===== config.mk =====
export PLATFORM = sky130hd
export DESIGN_NAME = l2_miss_top
export DESIGN_NICKNAME = d
export VERILOG_FILES = /design/src/rtl/l2_pkg.sv /design/src/rtl/l2_reqs.sv /design/src/rtl/l2_reqs_arbiter.sv /design/src/rtl/l2_cpu_req_ctrl.sv /design/src/rtl/l2_fwd_ctrl.sv /design/src/rtl/l2_miss_top.sv
export VERILOG_INCLUDE_DIRS = /design/src /design/src/rtl
export SDC_FILE = /design/constraint.sdc
export NUM_CORES = 1
export LEC_CHECK = 0
export ABC_AREA = 1
export ABC_CLOCK_PERIOD_IN_PS = 27200
export BUFFER_PORTS_ARGS = -buffer_cell sky130_fd_sc_hd__clkbuf_2
export CORE_MARGIN = 2
export CORE_UTILIZATION = 59
export CTS_CLUSTER_SIZE = 8
export DETAILED_ROUTE_END_ITERATION = 12
export PLACE_DENSITY = 0.82
export SLEW_MARGIN = 20
export SYNTH_ARGS = -nofsm -noshare
export SYNTH_HDL_FRONTEND = slang
export SYNTH_SLANG_ARGS = --single-unit

===== constraint.sdc =====
create_clock -name clk -period 27.2 [get_ports clk]
set_clock_uncertainty 0.1 [all_clocks]
set_input_delay 2.72 -clock clk [delete_from_list [all_inputs] [get_ports clk]]
set_output_delay 2.72 -clock clk [all_outputs]
set_load 0.03 [all_outputs]

===== src/rtl/l2_defines.svh =====
`ifndef L2_DEFINES_SVH
`define L2_DEFINES_SVH

// ~~~~~~~~~~~~~~~~~~~~~~~~~~~~~~~~~~~~~~~~~~~~~~~~~~~~~~~~~~~~
// sizes
`define N_REQS          4
`define REQS_BITS       2
`define TAG_BITS        20
`define SET_BITS        6
`define W_OFF_BITS      2
`define B_OFF_BITS      2
`define WORDS_PER_LINE  4
`define WORD_BITS       32
`define LINE_BITS       (`WORDS_PER_LINE * `WORD_BITS)

// ~~~~~~~~~~~~~~~~~~~~~~~~~~~~~~~~~~~~~~~~~~~~~~~~~~~~~~~~~~~~
// buffer operations
`define L2_REQS_IDLE        3'b000
`define L2_REQS_LOOKUP      3'b001
`define L2_REQS_PEEK_REQ    3'b010
`define L2_REQS_PEEK_FLUSH  3'b011 // eviction path only
`define L2_REQS_PEEK_FWD    3'b100

// unstable states, INVALID marks a free entry
`define INVALID 3'b000
`define ISD     3'b001
`define IMAD    3'b010
`define MIA     3'b011

// forwards from the directory
`define FWD_GETS    3'b000
`define FWD_GETM    3'b001
`define FWD_INV     3'b010
`define FWD_INV_LLC 3'b011
`define FWD_PUTACK  3'b100

`endif


===== src/rtl/l2_pkg.sv =====
`include "l2_defines.svh"

package l2_pkg;

    // cpu address, 30 bits
    typedef struct packed {
        logic [`TAG_BITS-1:0]   tag;
        logic [`SET_BITS-1:0]   set;
        logic [`W_OFF_BITS-1:0] w_off;
        logic [`B_OFF_BITS-1:0] b_off;
    } addr_br_t;

    typedef struct packed {
        logic [`TAG_BITS-1:0] tag;
        logic [`SET_BITS-1:0] set;
    } line_addr_t;

    typedef struct packed {
        logic                  cpu_wr;
        logic [2:0]            hsize;
        addr_br_t              addr;
        logic [`WORD_BITS-1:0] word;
    } cpu_req_t;

    typedef struct packed {
        logic                   cpu_wr;
        logic [`TAG_BITS-1:0]   tag;
        logic [`SET_BITS-1:0]   set;
        logic [2:0]             hsize;
        logic [`W_OFF_BITS-1:0] w_off;
        logic [`B_OFF_BITS-1:0] b_off;
        logic [`WORD_BITS-1:0]  word;
        logic [2:0]             state;
        logic [`LINE_BITS-1:0]  line;
    } reqs_buf_t;

    // one operation on the buffer port
    typedef struct packed {
        logic [2:0]            op;
        logic                  fill;
        logic                  wr_state;
        logic                  wr_line;
        logic                  wr_tag;
        logic                  lookup_en;
        line_addr_t            addr;
        logic [2:0]            fwd_msg;
        cpu_req_t              req;
        logic [2:0]            state;
        logic [`LINE_BITS-1:0] line;
    } reqs_cmd_t;

    typedef struct packed {
        logic [`REQS_BITS-1:0] idx;
        logic                  hit;
        logic                  set_conflict;
        logic                  fwd_stall;
        logic                  fwd_clr;
    } reqs_rsp_t;

    typedef struct packed {
        line_addr_t            addr;
        logic [`LINE_BITS-1:0] line;
    } mem_rsp_t;

endpackage


===== src/rtl/l2_reqs.sv =====
`include "l2_defines.svh"

module l2_reqs (
    input  logic              clk,
    input  logic              rst,
    input  l2_pkg::reqs_cmd_t cmd_i,
    output l2_pkg::reqs_buf_t reqs_o [`N_REQS],
    output l2_pkg::reqs_rsp_t rsp_o
);
    import l2_pkg::*;

    reqs_rsp_t rsp_next;

    // ~~~~~~~~~~~~~~~~~~~~~~~~~~~~~~~~~~~~~~~~~~~~~~~~~~~~~~~~~~~~
    // entry storage, all writes land on the registered index
    always_ff @(posedge clk or negedge rst) begin
        if (!rst) begin
            for (int i = 0; i < `N_REQS; i++) begin
                reqs_o[i].state <= `INVALID; // every entry starts free
            end
        end else begin
            for (int i = 0; i < `N_REQS; i++) begin
                if (rsp_o.idx == `REQS_BITS'(i)) begin
                    if (cmd_i.fill) begin
                        reqs_o[i].cpu_wr <= cmd_i.req.cpu_wr;
                        reqs_o[i].set    <= cmd_i.req.addr.set;
                        reqs_o[i].hsize  <= cmd_i.req.hsize;
                        reqs_o[i].w_off  <= cmd_i.req.addr.w_off;
                        reqs_o[i].b_off  <= cmd_i.req.addr.b_off;
                        reqs_o[i].word   <= cmd_i.req.word;
                    end
                    if (cmd_i.fill || cmd_i.wr_state) begin
                        reqs_o[i].state <= cmd_i.state;
                    end
                    if (cmd_i.fill || cmd_i.wr_line) begin
                        reqs_o[i].line <= cmd_i.line;
                    end
                    // a fill takes the tag from the request, a tag write from the search address
                    if (cmd_i.fill) begin
                        reqs_o[i].tag <= cmd_i.req.addr.tag;
                    end else if (cmd_i.wr_tag) begin
                        reqs_o[i].tag <= cmd_i.addr.tag;
                    end
                end
            end
        end
    end

    // ~~~~~~~~~~~~~~~~~~~~~~~~~~~~~~~~~~~~~~~~~~~~~~~~~~~~~~~~~~~~
    // searches, the loops leave the highest matching index
    always_comb begin
        rsp_next = '0;
        case (cmd_i.op)
            `L2_REQS_LOOKUP: begin
                for (int i = 0; i < `N_REQS; i++) begin
                    if (reqs_o[i].state != `INVALID && reqs_o[i].tag == cmd_i.addr.tag &&
                        reqs_o[i].set == cmd_i.addr.set) begin
                        rsp_next.idx = `REQS_BITS'(i);
                        rsp_next.hit = 1'b1;
                    end
                end
            end
            `L2_REQS_PEEK_REQ: begin
                for (int i = 0; i < `N_REQS; i++) begin
                    if (reqs_o[i].state == `INVALID) begin
                        rsp_next.idx = `REQS_BITS'(i);
                        rsp_next.hit = 1'b1; // here hit means a free entry
                    end
                    if (reqs_o[i].state != `INVALID && reqs_o[i].set == cmd_i.addr.set) begin
                        rsp_next.set_conflict = 1'b1;
                    end
                end
            end
            `L2_REQS_PEEK_FLUSH: begin
                for (int i = 0; i < `N_REQS; i++) begin
                    if (reqs_o[i].state == `INVALID) begin
                        rsp_next.idx = `REQS_BITS'(i);
                        rsp_next.hit = 1'b1;
                    end
                end
            end
            `L2_REQS_PEEK_FWD: begin
                for (int i = 0; i < `N_REQS; i++) begin
                    if (reqs_o[i].state != `INVALID && reqs_o[i].tag == cmd_i.addr.tag &&
                        reqs_o[i].set == cmd_i.addr.set) begin
                        rsp_next.idx       = `REQS_BITS'(i);
                        rsp_next.hit       = 1'b1;
                        rsp_next.fwd_stall = 1'b0;
                        rsp_next.fwd_clr   = 1'b0;
                        case (cmd_i.fwd_msg)
                            `FWD_PUTACK: begin
                                rsp_next.fwd_clr = 1'b1;
                            end
                            `FWD_INV, `FWD_INV_LLC: begin
                                // only a pending read miss has to hold off an invalidation
                                if (reqs_o[i].state == `ISD) begin
                                    rsp_next.fwd_stall = 1'b1;
                                end else begin
                                    rsp_next.fwd_clr = 1'b1;
                                end
                            end
                            `FWD_GETS, `FWD_GETM: begin
                                if (reqs_o[i].state == `MIA) begin
                                    rsp_next.fwd_clr = 1'b1;
                                end else begin
                                    rsp_next.fwd_stall = 1'b1;
                                end
                            end
                            default: begin
                                rsp_next.fwd_stall = 1'b1; // unknown message waits
                            end
                        endcase
                    end
                end
            end
            default: begin
                rsp_next = '0;
            end
        endcase
    end

    // registered result, held until the next search
    always_ff @(posedge clk or negedge rst) begin
        if (!rst) begin
            rsp_o <= '0;
        end else if (cmd_i.lookup_en) begin
            rsp_o <= rsp_next;
        end
    end

endmodule


===== src/rtl/l2_reqs_arbiter.sv =====
`include "l2_defines.svh"

module l2_reqs_arbiter (
    input  logic              clk,
    input  logic              rst,
    input  l2_pkg::reqs_cmd_t cpu_cmd_i,
    input  l2_pkg::reqs_cmd_t fwd_cmd_i,
    input  logic              cpu_busy_i,
    input  logic              fwd_busy_i,
    output logic              cpu_gnt_o,
    output logic              fwd_gnt_o,
    output l2_pkg::reqs_cmd_t cmd_o
);
    import l2_pkg::*;

    logic cpu_own_q;

    // the owner keeps the port while busy, otherwise forwards go first
    always_comb begin
        cpu_gnt_o = 1'b0;
        fwd_gnt_o = 1'b0;
        if (cpu_own_q && cpu_busy_i) begin
            cpu_gnt_o = 1'b1;
        end else if (fwd_busy_i) begin
            fwd_gnt_o = 1'b1;
        end else if (cpu_busy_i) begin
            cpu_gnt_o = 1'b1;
        end
    end

    always_ff @(posedge clk or negedge rst) begin
        if (!rst) begin
            cpu_own_q <= 1'b0;
        end else begin
            cpu_own_q <= cpu_gnt_o;
        end
    end

    always_comb begin
        if (cpu_gnt_o) begin
            cmd_o = cpu_cmd_i;
        end else if (fwd_gnt_o) begin
            cmd_o = fwd_cmd_i;
        end else begin
            cmd_o    = '0; // every strobe low
            cmd_o.op = `L2_REQS_IDLE;
        end
    end

endmodule


===== src/rtl/l2_cpu_req_ctrl.sv =====
`include "l2_defines.svh"

module l2_cpu_req_ctrl (
    input  logic                   clk,
    input  logic                   rst,
    input  logic                   cpu_req_valid_i,
    input  l2_pkg::cpu_req_t       cpu_req_i,
    input  logic                   mem_rsp_valid_i,
    input  l2_pkg::mem_rsp_t       mem_rsp_i,
    input  logic                   gnt_i,
    input  l2_pkg::reqs_rsp_t      rsp_i,
    input  l2_pkg::reqs_buf_t      reqs_i [`N_REQS],
    output logic                   busy_o,
    output l2_pkg::reqs_cmd_t      cmd_o,
    output logic                   cpu_reject_o,
    output logic                   mem_req_o,
    output l2_pkg::line_addr_t     mem_addr_o,
    output logic                   cpu_done_o,
    output l2_pkg::addr_br_t       cpu_done_addr_o,
    output logic [`LINE_BITS-1:0]  cpu_done_line_o
);
    import l2_pkg::*;

    localparam logic [2:0] C_IDLE   = 3'd0;
    localparam logic [2:0] C_PEEK   = 3'd1; // allocate, search for a free entry
    localparam logic [2:0] C_DECIDE = 3'd2;
    localparam logic [2:0] C_LOOKUP = 3'd3; // retire, find the entry again
    localparam logic [2:0] C_WRITE  = 3'd4;

    logic [2:0] state_q;
    logic       pend_valid_q;
    mem_rsp_t   pend_q;
    mem_rsp_t   cur_q;
    cpu_req_t   req_q;
    logic       take_req;
    logic       take_rsp;
    logic       alloc_ok;

    // a new request wins over a held memory response
    assign take_req = (state_q == C_IDLE) && cpu_req_valid_i;
    assign take_rsp = (state_q == C_IDLE) && !cpu_req_valid_i && pend_valid_q;
    assign alloc_ok = rsp_i.hit && !rsp_i.set_conflict;

    always_ff @(posedge clk or negedge rst) begin
        if (!rst) begin
            state_q      <= C_IDLE;
            pend_valid_q <= 1'b0;
        end else begin
            if (mem_rsp_valid_i) begin
                pend_valid_q <= 1'b1;
            end else if (take_rsp) begin
                pend_valid_q <= 1'b0;
            end
            case (state_q)
                C_IDLE: begin
                    if (take_req) begin
                        state_q <= C_PEEK;
                    end else if (take_rsp) begin
                        state_q <= C_LOOKUP;
                    end
                end
                C_PEEK:   if (gnt_i) state_q <= C_DECIDE;
                C_DECIDE: state_q <= C_IDLE;
                C_LOOKUP: if (gnt_i) state_q <= C_WRITE;
                default:  state_q <= C_IDLE;
            endcase
        end
    end

    always_ff @(posedge clk) begin
        if (take_req) req_q <= cpu_req_i;
        if (take_rsp) cur_q <= pend_q;
        if (mem_rsp_valid_i) pend_q <= mem_rsp_i; // one deep
    end

    assign busy_o = (state_q != C_IDLE);

    // ~~~~~~~~~~~~~~~~~~~~~~~~~~~~~~~~~~~~~~~~~~~~~~~~~~~~~~~~~~~~
    always_comb begin
        cmd_o          = '0;
        cmd_o.op       = `L2_REQS_IDLE;
        cmd_o.req      = req_q;
        cmd_o.addr.tag = req_q.addr.tag;
        cmd_o.addr.set = req_q.addr.set;
        case (state_q)
            C_PEEK: begin
                cmd_o.op        = `L2_REQS_PEEK_REQ;
                cmd_o.lookup_en = 1'b1;
            end
            C_DECIDE: begin
                cmd_o.fill  = alloc_ok;
                cmd_o.state = req_q.cpu_wr ? `IMAD : `ISD;
            end
            C_LOOKUP: begin
                cmd_o.op        = `L2_REQS_LOOKUP;
                cmd_o.lookup_en = 1'b1;
                cmd_o.addr      = cur_q.addr;
            end
            C_WRITE: begin
                cmd_o.wr_state = rsp_i.hit;
                cmd_o.wr_line  = rsp_i.hit;
                cmd_o.state    = `INVALID; // frees the entry
                cmd_o.line     = cur_q.line;
            end
            default: begin
                cmd_o.op = `L2_REQS_IDLE;
            end
        endcase
    end

    assign cpu_reject_o   = (state_q == C_DECIDE) && !alloc_ok;
    assign mem_req_o      = (state_q == C_DECIDE) && alloc_ok;
    assign mem_addr_o.tag = req_q.addr.tag;
    assign mem_addr_o.set = req_q.addr.set;

    // the entry still holds its address during the retiring write
    assign cpu_done_o            = (state_q == C_WRITE) && rsp_i.hit;
    assign cpu_done_addr_o.tag   = reqs_i[rsp_i.idx].tag;
    assign cpu_done_addr_o.set   = reqs_i[rsp_i.idx].set;
    assign cpu_done_addr_o.w_off = reqs_i[rsp_i.idx].w_off;
    assign cpu_done_addr_o.b_off = reqs_i[rsp_i.idx].b_off;
    assign cpu_done_line_o       = cur_q.line;

endmodule


===== src/rtl/l2_fwd_ctrl.sv =====
`include "l2_defines.svh"

module l2_fwd_ctrl (
    input  logic               clk,
    input  logic               rst,
    input  logic               fwd_valid_i,
    input  l2_pkg::line_addr_t fwd_addr_i,
    input  logic [2:0]         fwd_msg_i,
    input  logic               gnt_i,
    input  l2_pkg::reqs_rsp_t  rsp_i,
    output logic               busy_o,
    output l2_pkg::reqs_cmd_t  cmd_o,
    output logic               fwd_done_o,
    output logic               fwd_hit_o,
    output logic               fwd_stall_o,
    output logic               fwd_clr_o
);
    import l2_pkg::*;

    logic       busy_q;
    logic       done_q;
    line_addr_t addr_q;
    logic [2:0] msg_q;

    always_ff @(posedge clk or negedge rst) begin
        if (!rst) begin
            busy_q <= 1'b0;
            done_q <= 1'b0;
        end else begin
            if (!busy_q && fwd_valid_i) begin
                busy_q <= 1'b1;
            end else if (busy_q && gnt_i) begin
                busy_q <= 1'b0; // port is released once the search is issued
            end
            done_q <= busy_q && gnt_i;
        end
    end

    always_ff @(posedge clk) begin
        if (!busy_q && fwd_valid_i) begin
            addr_q <= fwd_addr_i;
            msg_q  <= fwd_msg_i;
        end
    end

    always_comb begin
        cmd_o         = '0;
        cmd_o.op      = `L2_REQS_IDLE;
        cmd_o.addr    = addr_q;
        cmd_o.fwd_msg = msg_q;
        if (busy_q) begin
            cmd_o.op        = `L2_REQS_PEEK_FWD;
            cmd_o.lookup_en = 1'b1;
        end
    end

    assign busy_o = busy_q;

    // buffer result is registered, so it is valid in the done cycle
    assign fwd_done_o  = done_q;
    assign fwd_hit_o   = done_q && rsp_i.hit;
    assign fwd_stall_o = done_q && rsp_i.fwd_stall;
    assign fwd_clr_o   = done_q && rsp_i.fwd_clr;

endmodule


===== src/rtl/l2_miss_top.sv =====
`include "l2_defines.svh"

module l2_miss_top (
    input  logic                  clk,
    input  logic                  rst,
    input  logic                  cpu_req_valid_i,
    input  l2_pkg::cpu_req_t      cpu_req_i,
    input  logic                  mem_rsp_valid_i,
    input  l2_pkg::mem_rsp_t      mem_rsp_i,
    output logic                  cpu_reject_o,
    output logic                  mem_req_o,
    output l2_pkg::line_addr_t    mem_addr_o,
    output logic                  cpu_done_o,
    output l2_pkg::addr_br_t      cpu_done_addr_o,
    output logic [`LINE_BITS-1:0] cpu_done_line_o,
    input  logic                  fwd_valid_i,
    input  l2_pkg::line_addr_t    fwd_addr_i,
    input  logic [2:0]            fwd_msg_i,
    output logic                  fwd_done_o,
    output logic                  fwd_hit_o,
    output logic                  fwd_stall_o,
    output logic                  fwd_clr_o
);

    l2_pkg::reqs_cmd_t cpu_cmd;
    l2_pkg::reqs_cmd_t fwd_cmd;
    l2_pkg::reqs_cmd_t arb_cmd;
    l2_pkg::reqs_rsp_t rsp;
    l2_pkg::reqs_buf_t reqs [`N_REQS];
    logic              cpu_busy;
    logic              fwd_busy;
    logic              cpu_gnt;
    logic              fwd_gnt;

    l2_cpu_req_ctrl u_cpu (
        .clk, .rst, .cpu_req_valid_i, .cpu_req_i, .mem_rsp_valid_i, .mem_rsp_i,
        .gnt_i(cpu_gnt), .rsp_i(rsp), .reqs_i(reqs), .busy_o(cpu_busy), .cmd_o(cpu_cmd),
        .cpu_reject_o, .mem_req_o, .mem_addr_o, .cpu_done_o, .cpu_done_addr_o,
        .cpu_done_line_o
    );

    l2_fwd_ctrl u_fwd (
        .clk, .rst, .fwd_valid_i, .fwd_addr_i, .fwd_msg_i, .gnt_i(fwd_gnt), .rsp_i(rsp),
        .busy_o(fwd_busy), .cmd_o(fwd_cmd), .fwd_done_o, .fwd_hit_o, .fwd_stall_o, .fwd_clr_o
    );

    l2_reqs_arbiter u_arb (
        .clk, .rst, .cpu_cmd_i(cpu_cmd), .fwd_cmd_i(fwd_cmd), .cpu_busy_i(cpu_busy),
        .fwd_busy_i(fwd_busy), .cpu_gnt_o(cpu_gnt), .fwd_gnt_o(fwd_gnt), .cmd_o(arb_cmd)
    );

    l2_reqs u_reqs (.clk, .rst, .cmd_i(arb_cmd), .reqs_o(reqs), .rsp_o(rsp));

endmodule


==> impl_metrics.tcl <==
set metrics [dict create \
    setup_ws_ps 20860 \
    layout.nets 2287 \
    pre_cts_slack_ps 21550 \
    routed_wl_mm 56.0 \
    crit_path_start_kind "register" \
    grt_pass1_vias 14091 \
    fp.dieH_um 194 \
    drtIter0Drc 1256 \
    crit_required_ps 24380 \
    synth_area_um2 21200 \
    grt_max_degree 146 \
    insertion_delay_ps 600 \
    antenna_left 0 \
    tritoncts "built" \
    placed_cell_area_um2 22700 \
    tightest_slew_ps 1080 \
    power_density_nw_per_um2 119 \
    critPathMaxStageDelay_ps 700 \
    drc 0 \
    fin_util 0.698 \
    cp.buffers_inverters 4 \
    hold_viol_final 0 \
    fmax_mhz 158 \
    cts_hold_buf 0 \
    arrival_ps 3520 \
    p_leak_nw 10.6 \
    synthCells 1718 \
    design_area_um2 24800 \
    vias 13786 \
    final-max-slew-violation-count 0 \
    rows 69 \
    status "finished, final reports clean" \
    placed_cells 2418 \
    dpl.hpwl_mm 39.5 \
    final_cell_count_no_fill 2525 \
    p_sw_mw 1.17 \
    core_area_um2 35500 \
    fin_crit_sh 0.233 \
    clockBufferDepth 3 \
    dieArea_um2 37500 \
    cts_max_level 3 \
    portBuffers 409 \
    gp_routability_congestion 0.981 \
    swShare 0.396 \
    synth_fp_nets 1972 \
    avgRoutedWirePerCell_um 22.2 \
    synth_cell_types 43 \
    endpoint_kind "output port" \
    clock_sinks 509 \
    hold_class "reg -> reg" \
    syn_avg_cell_area_um2 12.4 \
    critical_path_class "reg -> out" \
    tns_ps 0 \
    rsz0062_at_grt "no" \
    critPathTopFamily "buffers and inverters" \
    num_io_pins 445 \
    area_delta_synth_final_pct 16.6 \
    crit_chain "inv_1 > nor2_1 > buf_4 > clkinv_1 > o221ai_1 > clkbuf_2" \
    start_util 0.599 \
    gr-usage-all-layers 0.299 \
    peakVddDrop_mv 0.0931 \
    max_cap_violations 0 \
    globalRouteOverflowTotal 0 \
    seq_area_frac_synth 0.715 \
    die-width_um 194 \
    grt_antenna_before_repair 8 \
    drive_above_1_share 0.279 \
    clock-root-buffer "clkbuf_16" \
    first_pass_iters 5 \
    grt_pass1_wl_mm 82.8 \
    p_int_mw 1.78 \
    cts_resized 0 \
    relSlewSlack 0.278 \
    setup_viol 0 \
    layout_commonest_cell "edfxtp_1" \
    clkPwrFrac 0.275 \
    power_frac_comb 0.356 \
    cp_max_fo 14 \
    r2r_setup_slack_ps 23160 \
    power_frac_seq 0.368 \
    final_cell_mix "488 x edfxtp_1, 408 x clkbuf_2, 400 x nand2_1" \
    numCtsBuffers 73 \
    crit_path_top_delay_cell "nor2_1" \
    via_per_inst 5.46 \
    period_minus_slack_ps 6340 \
    clk_pin_slew_worst_paths_ps 50 \
    post_cts.repair.setup_buffers 0 \
    yosysWarnings 0 \
    synth_seq_cells 509 \
]
==> logic make-up after synthesis <==
family	after synthesis	share of synthesized area
and+or+nand+nor	659	0.133
DFF	509	0.715
buffers and inverters	399	0.101
AOI/OAI and AO/OA	122	0.0381
xor gates and xnor gates	29	0.0127
==> final timing paths <==
check	from	endpoint	cells after the start
max reg2reg	u_fwd.busy_o	u_reqs.rsp_o[1]	19
min	u_cpu.pend_q[134]	u_cpu.cur_q[134]	0
min reg2reg	u_cpu.pend_q[134]	u_cpu.cur_q[134]	0
max	u_reqs.rsp_o[4]	cpu_done_addr_o[11]	6
max in group asynchronous	rst	u_reqs.reqs_o[522]	1
min in group asynchronous	rst	u_reqs.rsp_o[4]	1
==> power by group through the flow <==
stage                     combinational, mW  clock (mW)  sequential (mW)
after floorplan                       0.764           0             1.10
after global placement                 1.01           0             1.09
after detailed placement               1.03           0             1.10
after CTS                              1.04       0.822             1.09
after global routing                   1.13       0.854             1.09
final                                  1.05       0.811             1.09
==> through the flow <==
step | hold WS, ps | power [mW]
floorplan | 300 | 1.86
global placement | 300 | 2.10
detailed placement | 305 | 2.13
CTS | 311 | 2.95
global route | 319 | 3.08
finish | 309 | 2.95
==> routing by layer <==
layer | share of wire | wire length (um) | track usage | up-vias
met1 | 0.36 | 20100 | 0.351 | 6603
met5 | 0.00023 | 13 | 0 | -
met4 | 0.041 | 2310 | 0.130 | 2
met2 | 0.50 | 27900 | 0.506 | 782
met3 | 0.10 | 5690 | 0.0955 | 135
li1 | - | - | - | 6264
==> sequential cells by signal, summed over array words and instances, names as in the netlist, 3 cells and up <==
signal / count
u_cpu.pend_q: 154
u_cpu.cpu_done_line_o: 128
u_reqs.reqs_o: 128
u_cpu.cmd_o: 31
u_cpu.cur_q: 26
u_fwd.cmd_o: 26
u_reqs.rsp_o: 6
u_cpu.state_q: 3
u_fwd.msg_q: 3
==> worst reg2reg max path: cells and delay by family, from the launching register on <==
| kind | cells | cell delay [ps] |
|---|---|---|
| AOI/OAI and AO/OA | 1 | 160 |
| buffers and inverters | 3 | 1200 |
| DFF | 1 | 690 |
| and+or+nand+nor | 15 | 1770 |
==> layout make-up <==
type / count / area [um^2]
Sequential cell: 509 / 15200
Fill cell: 2377 / 10700
Multi-Input combinational cell: 810 / 3940
Timing Repair Buffer: 423 / 2180
Clock buffer: 92 / 1920
Inverter: 216 / 811
Tap cell: 461 / 577
Clock inverter: 7 / 135
Antenna cell: 7 / 17.5
==> Yosys cell counts, drive strengths merged <==
master | instances | area share
edfxtp | 488 | 0.69
nand2 | 435 | 0.082
inv | 214 | 0.038
buf | 170 | 0.061
nor2 | 103 | 0.019
nand3 | 95 | 0.024
o21ai | 49 | 0.012
a22oi | 28 | 0.0099
xor2 | 28 | 0.012
dfrtp | 21 | 0.025
o221ai | 15 | 0.0062
clkbuf | 13 | 0.0023
a21oi | 10 | 0.0025
o22ai | 8 | 0.0024
nand4 | 7 | 0.0021
nor3 | 7 | 0.0016
a221o | 5 | 0.0024
nand3b | 5 | 0.0018
o211ai | 3 | 0.0011
and3 | 2 | 0.00059
clkinv | 2 | 0.00035
nor2b | 2 | 0.00059
a31oi | 1 | 0.00029
and2 | 1 | 0.00029
nor3b | 1 | 0.00035
o2111ai | 1 | 0.00041
o21bai | 1 | 0.00035
o31ai | 1 | 0.00035
or2 | 1 | 0.00029
xnor2 | 1 | 0.00041
(Power assumes the default switching activity.)
